**config.mk**
```make
export PLATFORM = sky130hd
export DESIGN_NAME = decodeStage
export DESIGN_NICKNAME = d
export VERILOG_FILES = /design/src/verilog/cpuIsaPkg.sv /design/src/verilog/cpuPipePkg.sv /design/src/verilog/decodeStage.sv
export SDC_FILE = /design/constraint.sdc
export NUM_CORES = 1
export LEC_CHECK = 0
export BUFFER_PORTS_ARGS = -buffer_cell sky130_fd_sc_hd__buf_2
export CORE_UTILIZATION = 51
export DETAILED_ROUTE_END_ITERATION = 7
export PLACE_DENSITY = 0.71
export SYNTH_ARGS = -nofsm -noshare
export SYNTH_HDL_FRONTEND = slang
export SYNTH_SLANG_ARGS = --single-unit
```
**constraint.sdc**
```tcl
create_clock -name clk -period 4.9 [get_ports clk]
set_input_delay 0.98 -clock clk [delete_from_list [all_inputs] [get_ports clk]]
set_output_delay 0.98 -clock clk [all_outputs]
set_load 0.02 [all_outputs]
```
**src/verilog/cpuIsaPkg.sv**
```systemverilog
`default_nettype none

package cpuIsaPkg;

	// instruction layout: op [15:12], rd [11:8], rs [7:4], rt / imm [3:0]
	// B keeps its condition in [11:9] and a signed word offset in [8:0]
	// BR jumps to the value of rs and takes no condition
	localparam int OPCODE_W = 4;
	localparam int COND_W = 3;
	localparam int ALU_OP_W = 3;
	localparam int FLAG_W = 3;
	localparam int SHAMT_W = 4; // shift amount sits in the low nibble
	localparam int MEM_OFF_W = 4; // signed LW/SW offset
	localparam int BR_OFF_W = 9; // signed, counted from pc+1
	localparam int BYTE_IMM_W = 8; // LLB/LHB immediate

	typedef logic [OPCODE_W-1:0] opcodeT;
	typedef logic [COND_W-1:0] condT;
	typedef logic [ALU_OP_W-1:0] aluOpT;
	typedef logic [FLAG_W-1:0] flagsT;

	localparam int FLAG_Z = 2; // bit positions inside flagsT
	localparam int FLAG_N = 1;
	localparam int FLAG_V = 0;

	localparam opcodeT OP_ADD = 4'd0;
	localparam opcodeT OP_SUB = 4'd1;
	localparam opcodeT OP_XOR = 4'd2;
	localparam opcodeT OP_SLL = 4'd4;
	localparam opcodeT OP_SRL = 4'd5;
	localparam opcodeT OP_LW = 4'd8;
	localparam opcodeT OP_SW = 4'd9; // rd holds the store data
	localparam opcodeT OP_LLB = 4'd10;
	localparam opcodeT OP_LHB = 4'd11;
	localparam opcodeT OP_B = 4'd12;
	localparam opcodeT OP_BR = 4'd13;
	localparam opcodeT OP_PCS = 4'd14;
	localparam opcodeT OP_HLT = 4'd15;

	localparam condT COND_NE = 3'd0;
	localparam condT COND_EQ = 3'd1;
	localparam condT COND_GT = 3'd2;
	localparam condT COND_LT = 3'd3;
	localparam condT COND_GE = 3'd4;
	localparam condT COND_LE = 3'd5;
	localparam condT COND_OV = 3'd6;
	localparam condT COND_AL = 3'd7;

	localparam aluOpT ALU_ADD = 3'd0;
	localparam aluOpT ALU_SUB = 3'd1;
	localparam aluOpT ALU_XOR = 3'd2;
	localparam aluOpT ALU_SLL = 3'd3; // also marks the high byte for LHB
	localparam aluOpT ALU_SRL = 3'd4; // also marks the low byte for LLB
	localparam aluOpT ALU_PASS = 3'd5; // pc+1 for PCS

endpackage

`default_nettype wire

```
**src/verilog/cpuPipePkg.sv**
```systemverilog
`default_nettype none

package cpuPipePkg;

	localparam int WORD_W = 16;
	localparam int REG_AW = 4;
	localparam int REG_COUNT = 16;
	localparam int IMEM_DEPTH = 256; // words, not bytes
	localparam int DMEM_DEPTH = 256;
	localparam int IMEM_AW = $clog2(IMEM_DEPTH);
	localparam int DMEM_AW = $clog2(DMEM_DEPTH);

	typedef logic [WORD_W-1:0] wordT; // data and instruction word
	typedef logic [REG_AW-1:0] regAddrT;
	typedef logic [WORD_W-1:0] pcT; // word address, steps by one

endpackage

`default_nettype wire

```
**src/verilog/decodeStage.sv**
```systemverilog
`default_nettype none

module decodeStage
	import cpuIsaPkg::*;
	import cpuPipePkg::*;
(
	input  logic    clk,
	input  logic    rstN,
	input  wordT    dInstr,
	input  pcT      dPc,
	input  logic    dValid,
	input  flagsT   xFlags, // live flags from execute
	input  regAddrT wReg, // register file write port
	input  logic    wWe,
	input  wordT    wData,
	output logic    stall,
	output logic    redirect,
	output pcT      redirectPc,
	output logic    xValid,
	output aluOpT   xOp,
	output regAddrT xSrcA,
	output regAddrT xSrcB,
	output regAddrT xDst,
	output wordT    xA,
	output wordT    xB,
	output wordT    xImm,
	output logic    xWe,
	output logic    xIsLoad,
	output logic    xIsStore,
	output logic    xIsLinkOrByte,
	output logic    xHalt,
	output pcT      xPcNext
);

	wordT rf [REG_COUNT];
	opcodeT op;
	condT cond;
	regAddrT rd, rs, rt, srcA, srcB;
	regAddrT prevDst; // destination of the slot now in memory
	aluOpT aluOp;
	wordT imm, memOff, brOff, rdA, rdB;
	pcT pcNext;
	logic useA, useB, we, isLoad, isStore, isLinkOrByte, isHalt, isB, isBr;
	logic loadUse, brHazX, brHazM, prevWe, taken;

	function automatic logic condMet(condT c, flagsT f);
		logic z, n, v;
		z = f[FLAG_Z];
		n = f[FLAG_N];
		v = f[FLAG_V];
		case (c)
			COND_NE: return !z;
			COND_EQ: return z;
			COND_GT: return !z && !n;
			COND_LT: return n;
			COND_GE: return z || !n;
			COND_LE: return z || n;
			COND_OV: return v;
			COND_AL: return 1'b1;
			default: return 1'b0;
		endcase
	endfunction

	assign op = dInstr[WORD_W-1 -: OPCODE_W];
	assign rd = dInstr[11:8];
	assign rs = dInstr[7:4];
	assign rt = dInstr[3:0];
	assign cond = dInstr[11 -: COND_W];
	assign memOff = {{(WORD_W-MEM_OFF_W){dInstr[MEM_OFF_W-1]}}, dInstr[MEM_OFF_W-1:0]};
	assign brOff = {{(WORD_W-BR_OFF_W){dInstr[BR_OFF_W-1]}}, dInstr[BR_OFF_W-1:0]};
	assign pcNext = dPc + pcT'(1);

	always_comb begin
		srcA = rs;
		srcB = rt;
		aluOp = ALU_ADD;
		imm = '0;
		{useA, useB, we, isLoad, isStore} = '0;
		{isLinkOrByte, isHalt, isB, isBr} = '0;
		case (op)
			OP_ADD, OP_SUB, OP_XOR: begin
				useA = 1'b1;
				useB = 1'b1;
				we = 1'b1;
				aluOp = (op == OP_ADD) ? ALU_ADD : (op == OP_SUB) ? ALU_SUB : ALU_XOR;
			end
			OP_SLL, OP_SRL: begin
				useA = 1'b1;
				we = 1'b1;
				aluOp = (op == OP_SLL) ? ALU_SLL : ALU_SRL;
				imm = wordT'(dInstr[SHAMT_W-1:0]);
			end
			OP_LW, OP_SW: begin
				useA = 1'b1; // base in rs
				we = (op == OP_LW);
				isLoad = (op == OP_LW);
				isStore = (op == OP_SW);
				srcB = rd; // store data that memory patches up after a load
				imm = memOff;
			end
			OP_LLB, OP_LHB: begin
				srcA = rd; // merge into the old rd
				useA = 1'b1;
				we = 1'b1;
				isLinkOrByte = 1'b1;
				aluOp = (op == OP_LHB) ? ALU_SLL : ALU_SRL;
				imm = wordT'(dInstr[BYTE_IMM_W-1:0]);
			end
			OP_PCS: begin
				we = 1'b1;
				isLinkOrByte = 1'b1;
				aluOp = ALU_PASS;
			end
			OP_B: isB = 1'b1;
			OP_BR: isBr = 1'b1;
			OP_HLT: isHalt = 1'b1;
			default: ;
		endcase
	end

	always_ff @(posedge clk) begin
		if (wWe) begin
			rf[wReg] <= wData;
		end
	end

	assign rdA = (wWe && wReg == srcA) ? wData : rf[srcA]; // write-through
	assign rdB = (wWe && wReg == srcB) ? wData : rf[srcB];

	assign loadUse = xIsLoad && ((useA && xDst == srcA) || (useB && xDst == srcB));
	assign brHazX = isBr && xWe && xDst == rs; // rs not written yet
	assign brHazM = isBr && prevWe && prevDst == rs; // writer has to reach write-back
	assign stall = dValid && (loadUse || brHazX || brHazM);

	// copy of the execute slot as it moves on to memory
	always_ff @(posedge clk) begin
		if (!rstN) begin
			prevWe <= 1'b0;
		end else begin
			prevWe <= xWe;
		end
	end

	always_ff @(posedge clk) begin
		prevDst <= xDst;
	end

	assign taken = isBr || (isB && condMet(cond, xFlags));
	assign redirect = dValid && !stall && taken;
	assign redirectPc = isBr ? rdA : pcNext + brOff;

	always_ff @(posedge clk) begin
		if (!rstN || stall || !dValid) begin
			xValid <= 1'b0; // bubble
			xWe <= 1'b0;
			xIsLoad <= 1'b0;
			xIsStore <= 1'b0;
			xIsLinkOrByte <= 1'b0;
			xHalt <= 1'b0;
		end else begin
			xValid <= 1'b1;
			xWe <= we;
			xIsLoad <= isLoad;
			xIsStore <= isStore;
			xIsLinkOrByte <= isLinkOrByte;
			xHalt <= isHalt;
		end
	end

	always_ff @(posedge clk) begin
		xOp <= aluOp;
		xSrcA <= srcA;
		xSrcB <= srcB;
		xDst <= rd;
		xA <= rdA;
		xB <= rdB;
		xImm <= imm;
		xPcNext <= pcNext;
	end

	// a stalled instruction waits in decode for its operands
	aStallHolds: assert property (@(posedge clk) disable iff (!rstN)
		stall |=> dValid && $stable(dInstr) && $stable(dPc))
		else $error("decode: stalled instruction was not held by fetch");

endmodule

`default_nettype wire

```
**Word-level counts from Yosys, hierarchy flattened**

Memory sizes are Yosys's and may differ from the RTL's. A register that Yosys moved wholly into a read port is not among the register bits.
Index checks and enable logic that the tools add are counted.

- Flip-flop bits (word level): 74
- Output and inout port bits: 103
- Input bits: 59
- Memory bits (writable): 256
- Bits in read-only memories: 0
- Logic and storage cells: 100
- Memories: 1
- Latch bits: 0

Memory list:

| memory | words | width | rd ports | clocked after Yosys merged registers in | wr ports | line | source |
|---|---|---|---|---|---|---|---|
| rf | 16 | 16 | 2 | 1 | 1 | decodeStage.sv:35 | `wordT rf [REG_COUNT];` |

- Bitwise gates (word level): 1
- Div/mod/pow operators: 0
- Add/subtract/negate cells: 2
- $mul: 0
- Order comparisons: 0
- Shift operators: 0
- Mux-type cells: 21
- Equal/unequal tests: 24
- Reduce and logical (&&, ||, !) cells: 36

Operators with widths:

| operator | count |
|---|---|
| one-hot mux 16 bit (3 select lines) | 1 |
| equality test 4 bit, second input constant | 8 |
| two-way mux 16 bit | 2 |
| equality test 4 bit | 5 |
| adder 16 x 1 -> 16 bit, second input constant | 1 |
| adder 16 bit | 1 |
| logical AND 1 bit | 13 |
| equality test 3 bit, second input constant | 4 |
| one-hot mux 3 bit (4 select lines) | 1 |
| two-way mux 1 bit | 9 |
| OR reduction 9 bit | 1 |
| equality test 4 x 3 -> 1 bit, second input constant | 2 |
| logical OR 1 bit | 8 |
| two-way mux 4 bit | 2 |
| one-hot mux 1 bit (8 select lines) | 1 |
| OR reduction 2 bit | 4 |
| OR reduction 8 bit | 1 |
| equality test 3 x 2 -> 1 bit, second input constant | 2 |
| two-way mux 3 bit | 2 |
| OR reduction 3 bit | 2 |
| zero test 1 bit | 5 |
| equality test 4 x 1 -> 1 bit, second input constant | 1 |
| equality test 4 x 2 -> 1 bit, second input constant | 1 |
| zero test 4 bit | 1 |
| other kinds (5) | 6 |

**Logic depth before layout (Yosys ltp)**

Gate-level depths: netlist of run 1.

- Depth in word-level cells: 13
- Mapped depth: 12
- Depth with buffers taken out: 12

**Least setup slack after synthesis of run 1**

Ideal clock, no wire load.

- Kind: input to output
- Start point: input dPc[0]
- End point: output redirectPc[14]
- Path slack: 0.700 ns
- Data required time: 3.920 ns
- Arrival: 3.220 ns
- Buffers on the path: 0
- Cell stages on the path: 10
- Cell sequence: ha_1 > xor2_1 > ha_1 > a211oi_1 > o21ai_0 > a41o_1 > a21o_1 > o21ba_2 > mux2i_1 > a211o_1

- Word-level cells in the longest chain between the ends: 3

RTL lines:

| what | line | source |
|---|---|---|
| start: declaration | decodeStage.sv:10 | `input pcT dPc,` |
| adder 16 x 1 -> 16 bit | decodeStage.sv:71 | `assign pcNext = dPc + pcT'(1);` |
| net pcNext[2] | decodeStage.sv:42 | `pcT pcNext;` |
| adder 16 bit | decodeStage.sv:150 | `assign redirectPc = isBr ? rdA : pcNext + brOff;` |
| two-way mux 16 bit | decodeStage.sv:150 |  |
| end: declaration | decodeStage.sv:18 | `output pcT redirectPc,` |

The timed path passes the listed nets, and every way through them passes these cells.

**Worst setup path in the final report of run 1**

Same ends and word-level chain as after synthesis.

==> results of run 1 <==
per-stage QoR:
stage	std cells	utilization	setup slack, ps	power [W]	area [µm²]
floorplan	1058	-	699.7	0.003797	15190
global placement	1587	0.5750	260.6	0.004181	16680
detailed placement	1587	0.5750	246.1	0.004192	16680
CTS	1647	0.6137	226.7	0.006790	17810
global route	1647	0.6137	31.00	0.006980	17810
finish	1649	0.6139	183.0	0.006782	17810
cells by family (layout without fill, tap and decap cells):
group,after synthesis,in the layout,share of synthesized area
XOR/XNOR,46,46,0.02743
AND/OR/NAND/NOR,307,307,0.09391
multiplexers,153,153,0.1786
AO/OA/AOI/OAI,130,130,0.06698
flip-flops,323,323,0.5944
other,0,2,0
buffers and inverters,82,287,0.02414
adder cells (fa/ha/maj),17,17,0.01450
metal layers:
layer | part of all wire | GRT usage | vias to the layer above
li1 | - | - | 4518
met1 | 0.40 | 0.3767 | 5167
met2 | 0.46 | 0.4384 | 705
met3 | 0.11 | 0.06549 | 116
met4 | 0.038 | 0.1116 | 0
met5 | 0 | 0 | -
cells in the mapped netlist (all sizes together) (3+ instances only):
cell    number  area share
edfxtp     256        0.51
nand2      161       0.040
mux4        92        0.14
dfxtp       67       0.088
a32oi       48       0.028
mux2i       47       0.032
buf         41       0.014
nor2        35      0.0087
clkbuf      30      0.0074
xnor2       30       0.017
nand3       25      0.0082
nand4       23      0.0095
a21oi       19      0.0070
ha          16       0.013
xor2        15      0.0087
mux2        14       0.010
and3        13      0.0054
nor3        13      0.0046
inv         11      0.0027
a21o         8      0.0040
nand2b       8      0.0033
nor4         8      0.0033
a211o        7      0.0040
nor2b        7      0.0029
o21a         7      0.0035
o21ai        7      0.0023
a31oi        6      0.0025
a211oi       5      0.0025
a21boi       3      0.0015
a22o         3      0.0023
and2         3      0.0012
power by group through the flow:
stage	clock, W	sequential (W)	combinational, W
after CTS	0.00265	0.00311	0.00103
after floorplan	0	0.00319	0.000603
final	0.00263	0.00311	0.00104
after global routing	0.00276	0.00312	0.00110
after global placement	0	0.00317	0.00101
after detailed placement	0	0.00317	0.00102
layout by cell type, fill, tap and decap left out, drive strengths merged, types with 8 or more instances in the layout:
cell type	synthesis	final
mux2i	47	47
ha	16	16
clkinv	0	11
nor3	13	13
buf	41	216
nand2	161	161
a21o	8	8
xor2	15	15
nand4	23	23
dfxtp	67	67
nand3	25	25
nand2b	8	8
clkbuf	30	41
a21oi	19	19
a32oi	48	48
nor2	35	35
mux4	92	92
nor4	8	8
xnor2	30	30
inv	11	12
edfxtp	256	256
and3	13	13
mux2	14	14
registers in the layout, summed over array words and instances (netlist names), 3 cells and up:
name     flops
xPcNext     16
rf         256
prevDst      4
xOp          3
xSrcB        4
xA          16
xDst         4
xSrcA        4
xImm         9
area by class of cell:
cell class	instances	share of cell area
Clock buffer	41	0.05044
Clock inverter	19	0.01272
Timing Repair Buffer	216	0.07123
Tap cell	384	0.02698
Antenna cell	2	0.0002810
Multi-Input combinational cell	653	0.3287
Sequential cell	323	0.5072
Inverter	11	0.002459
worst max-delay path by stage:
stage / to / startpoint / slack (ps) / depth (start not counted)
after floorplan: redirectPc[14] / dPc[0] / 700 / 10
after global placement: redirectPc[14] / dPc[0] / 260 / 12
after detailed placement: redirectPc[14] / dPc[0] / 250 / 12
after CTS: redirectPc[14] / dPc[0] / 230 / 12
after global routing: redirectPc[14] / dPc[0] / 30 / 12
final: redirectPc[14] / dPc[0] / 180 / 12
==> metrics.md, run 1 <==
| Metric | Value |
|---|---|
| Outcome | `completed` |
| Sequential share of the synthesized area | `0.5944` |
| Fillers | `2176` |
| Startpoint types | `input port` |
| Hold Path Stages | `0` |
| # setup viols final | `0` |
| PortBufs | `161` |
| Layout cell share with drive strength beyond 1 | `0.3199` |
| Post-CTS setup buffer count | `0` |
| Clock Skew | `around 11 ps` |
| Area occupied by multi-input gates | `5854 µm²` |
| Worst Path Max Fanout | `6` |
| Die span in x | `~170 µm` |
| Worst-case clock buffer depth | `3` |
| Post-Syn Area | `between 15000 and 20000 µm²` |
| Final Max Tran Viols | `0` |
| Post-synth EDFFs | `between 200 and 300` |
| Initial Util | `0.5235` |
| Syn_nets | `1134` |
| Placer Congestion | `0.9362` |
| Resized Gates After CTS | `0` |
| Sink Count | `323` |
| Global-route wire length before repair | `roughly 63 mm` |
| Max transition margin | `0.1486` |
| Hold Path Class | `reg -> reg` |
| Sw Ratio | `0.2574` |
| Num CTS Buffers | `34` |
| Max Cap Viol | `0` |
| GRT Total Usage | `0.2788` |
| Worst vdd ir | `207.0 µV` |
| Synthesis-to-layout area growth | `17.27%` |
| Post-layout min period | `between 4000 and 5000 ps` |
| CP Cell Sequence | `buf_2, ha_1, xor2_1, ha_1, a211oi_1, o21ai_0, a41o_1, a21o_1, o21ba_2, mux2i_1, a211o_1, buf_2` |
| Fmax | `0.2120 GHz` |
| Largest net degree at the start of global routing | `47` |
| Setup Crit Path Kind | `in -> out` |
| Nets@finish | `~1300` |
| Drt pass-1 iters | `5` |
| Number of global-route vias before repair | `10320` |
| Root Driver | `clkbuf_16` |
| Req. time, crit path | `3920 ps` |
| Flip-flop and latch area | `9034 µm²` |
| # H-tree levels | `2` |
| Gate power share | `0.153` |
| Hold EP | `prevDst[2]$_DFF_P_` |
| Core box area | `~29000 µm²` |
| Crit. End Element | `output port` |
| Vias/cell | `6.371` |
| Vias | `10510` |
| Grt total ovfl | `0` |
| Reg clk slew, reported paths | `70 ps` |
| Pint | `roughly 0.005 W` |
| Worst-Margin Slew | `1276 ps` |
| Switching power | `0.001746 W` |
| Leak | `between 6 and 7 nW` |
| Top_reg_cell synth | `edfxtp_1` |
| Die Y | `around 170 µm` |
| #FFs+latches synth | `~320` |
| Reg power frac | `0.459` |
| Cell Rows | `62` |
| Synth cell types | `63` |
| CP max stage delay | `350 ps` |
| Dpl hpwl | `27.83 mm` |
| CTS tree | `yes` |
| Slowest cell on crit path | `ha_1` |
| Crit path DAT | `~3700 ps` |
| Hold buffers post-CTS | `0` |
| Initial antenna violation count | `1` |
| PD cells | `between 300 and 400 nW/µm²` |
| Total wire length | `approximately 42 mm` |
| Worst-skew pair later-pin latency | `510 ps` |
| CP top delay family | `compound AO/OA/AOI/OAI gates` |
| Worst Path Buf+Inv | `2` |
| Period utilisation layout | `0.9627` |
| R2R cell count | `5` |
| Hold_sp | `xDst[2]$_DFF_P_` |
| RSZ-0062 raised after global routing | `false` |
| DRC Markers | `0` |
| Final Hold Violating Endpoints | `0` |
| Worst flop-to-flop path startpoint | `xDst[3]$_DFF_P_` |
| Asr flop ratio synth | `0` |
| Synth warnings | `0` |
| Drt wl/cell | `25.62 µm` |
| Ports | `162` |
| Die area | `30470 µm²` |
| Hold WS | `~460 ps` |
| Final setup TNS | `0 ps` |
| Cells after synthesis | `1058` |
| Post-DRT Antenna Nets | `0` |
| Avg Cell Area, Syn | `approximately 14 µm²` |
| DR iter-0 viols | `1105` |
| R2R Path End | `xIsLinkOrByte$_SDFF_PP0_` |
| Clock power share | `0.388` |
| R2R setup slack | `between 3000 and 4000 ps` |
No activity file was read; power rests on OpenSTA's default activity.
==> run 2: changes to the inputs <==
--- a/config.mk
+++ b/config.mk
@@ -8,7 +8,7 @@
 export BUFFER_PORTS_ARGS = -buffer_cell sky130_fd_sc_hd__buf_2
 export CORE_UTILIZATION = 51
 export DETAILED_ROUTE_END_ITERATION = 7
-export PLACE_DENSITY = 0.71
+export PLACE_DENSITY = 0.78
 export SYNTH_ARGS = -nofsm -noshare
 export SYNTH_HDL_FRONTEND = slang
 export SYNTH_SLANG_ARGS = --single-unit
==> run 2 against run 1 <==
Against the previous run: register-to-register slack worse by 90 ps; combinational power hardly changed; largest cell class unchanged; final cell count hardly changed; utilization is 0.14 points lower; first-iteration DRC count is 56% higher; setup slack worse by 17 ps; critical path type unchanged.
==> metrics.md, run 2 (synthesis gave the netlist of run 1 again) <==
| Metric | Value |
|---|---|
| Outcome | `completed` |
| Total wire length | `43.44 mm` |
| Placer Congestion | `0.9288` |
| Hold Path Class | `reg -> reg` |
| Most common cell after layout, fill and taps aside | `edfxtp_1` |
| Vias | `between 10000 and 15000` |
| Startpoint types | `input port` |
| Setup Slack @ Placement | `241.9 ps` |
| Num CTS Buffers | `35` |
| Grt total ovfl | `0` |
| Initial antenna violation count | `1` |
| Fmax | `around 0.21 GHz` |
| Core box area | `29010 µm²` |
| Worst vdd ir | `around 210 µV` |
| Slowest cell on crit path | `xnor2_1` |
| Dpl hpwl | `~28 mm` |
| Worst-Margin Slew | `1269 ps` |
| Resized Gates After CTS | `0` |
| Worst Path Max Fanout | `6` |
| CTS tree | `yes` |
| Top flop regs | `rf (256), xA (16), xPcNext (16)` |
| Root Driver | `clkbuf_16` |
| PortBufs | `161` |
| Worst-skew pair later-pin latency | `510 ps` |
| DRC Markers | `0` |
| Crit path DAT | `3750 ps` |
| Cell Rows | `62` |
| Worst-case clock buffer depth | `3` |
| Die area | `30470 µm²` |
| RSZ-0062 raised after global routing | `false` |
| Ports | `162` |
| Largest net degree at the start of global routing | `53` |
| Leak | `6.545 nW` |
| Post-DRT Antenna Nets | `0` |
| # H-tree levels | `2` |
| Period utilisation layout | `0.9661` |
| Sink Count | `323` |
| Most frequent cells in the layout | `256 x edfxtp_1, 161 x nand2_1, 161 x buf_2` |
| Post-CTS setup buffer count | `0` |
| Crit. End Element | `output port` |
| Die Y | `174.6 µm` |
| Clock Skew | `15.60 ps` |
| DR iter-0 viols | `1724` |
| Req. time, crit path | `3920 ps` |
| CP max stage delay | `roughly 370 ps` |
| Reg clk slew, reported paths | `60 ps` |
| Die span in x | `174.6 µm` |
| Layout cell share with drive strength beyond 1 | `0.3196` |
| Final Cell Area | `17770 µm²` |
| # setup viols final | `0` |
| Largest reg by FF count | `rf` |
| Final setup TNS | `0 ps` |
| Fin cells | `1650` |
| Synthesis-to-layout area growth | `17.00%` |
| Hold buffers post-CTS | `0` |
| Setup Crit Path Kind | `in -> out` |
| Placed cell count | `1589` |
| Vias/cell | `6.598` |
| Max Cap Viol | `0` |
| Hold WS | `462.5 ps` |
| DP Area | `16680 µm²` |
| Max reg flops | `256` |
| Final Hold Violating Endpoints | `0` |
| Number of global-route vias before repair | `10520` |
| Drt wl/cell | `~26 µm` |
| GRT Total Usage | `0.2853` |
| Post-layout min period | `4734 ps` |
| Nets@finish | `1318` |
| Max transition margin | `0.1528` |
| CP Cell Sequence | `buf_2, ha_1, nand3_1, xnor2_1, ha_1, nand3_1, o22ai_1, nand2b_1, a22o_1, a221oi_1, mux2i_1, o311ai_1, buf_2` |
| Drt pass-1 iters | `5` |
| PD cells | `377.1 nW/µm²` |
| Final Max Tran Viols | `0` |
| Worst Setup Slack, final | `around 170 ps` |
| Initial Util | `0.5235` |
| Global-route wire length before repair | `64.63 mm` |
-- run 2: cell types whose count changed in the layout (fill, tap and decap cells not counted) --
cell        previous run  this run
clkbuf_1               6        10
clkbuf_8               0         4
clkinv_2               5         1
buf_4                 51        54
bufinv_16              5         2
clkinv_1               5         2
clkinvlp_4             2         0
buf_12                 4         3
clkinv_4               1         2
inv_4                  1         2
inv_6                  1         2
-- run 2: per-stage QoR --
step | power (W) | utilization
2_1_floorplan | 0.003797 | -
3_3_place_gp | 0.004169 | 0.5750
3_5_place_dp | 0.004190 | 0.5750
4_1_cts | 0.006695 | 0.6123
5_1_grt | 0.006880 | 0.6123
6_report | 0.006702 | 0.6125
-- run 2: worst max-delay path, delay by kind of cell --
| family | cells | cell delay [ps] |
|---|---|---|
| AO/OA/AOI/OAI | 4 | 810 |
| adder cells (fa/ha/maj) | 2 | 580 |
| AND/OR/NAND/NOR | 3 | 420 |
| XOR/XNOR | 1 | 370 |
| buffers and inverters | 2 | 330 |
| multiplexers | 1 | 250 |
-- run 2: worst paths after layout --
kind                    from                       end  slack (ps)  cells past startpoint
min          xDst[3]$_DFF_P_        prevDst[3]$_DFF_P_         460                      0
min reg2reg  xDst[3]$_DFF_P_        prevDst[3]$_DFF_P_         460                      0
max                   dPc[0]            redirectPc[15]         170                     13
max reg2reg  xDst[0]$_DFF_P_  xIsLinkOrByte$_SDFF_PP0_        3050                      5
-- run 2: area by class of cell --
class	count	area, µm²
tap	384	480.5
antenna	2	5.005
sequential	323	9034
fill	2100	11240
clock buffer	49	968.4
clock inverter	10	113.9
inverter	11	43.79
timing repair buffer	218	1271
multi-input combinational	653	5854
-- run 2: metal layers --
metal / global-route usage / up-vias / share of wire
li1: - / 4537 / -
met1: 0.3844 / 5407 / 0.38
met2: 0.4575 / 814 / 0.47
met3: 0.05962 / 127 / 0.11
met4: 0.1094 / 2 / 0.037
met5: 0 / - / 0.00037
-- run 2: power breakdown --
part           internal, W  switching [W]  total (W)
registers          0.00305      0.0000622    0.00311
clock network      0.00149        0.00106    0.00255
logic             0.000412       0.000633    0.00104
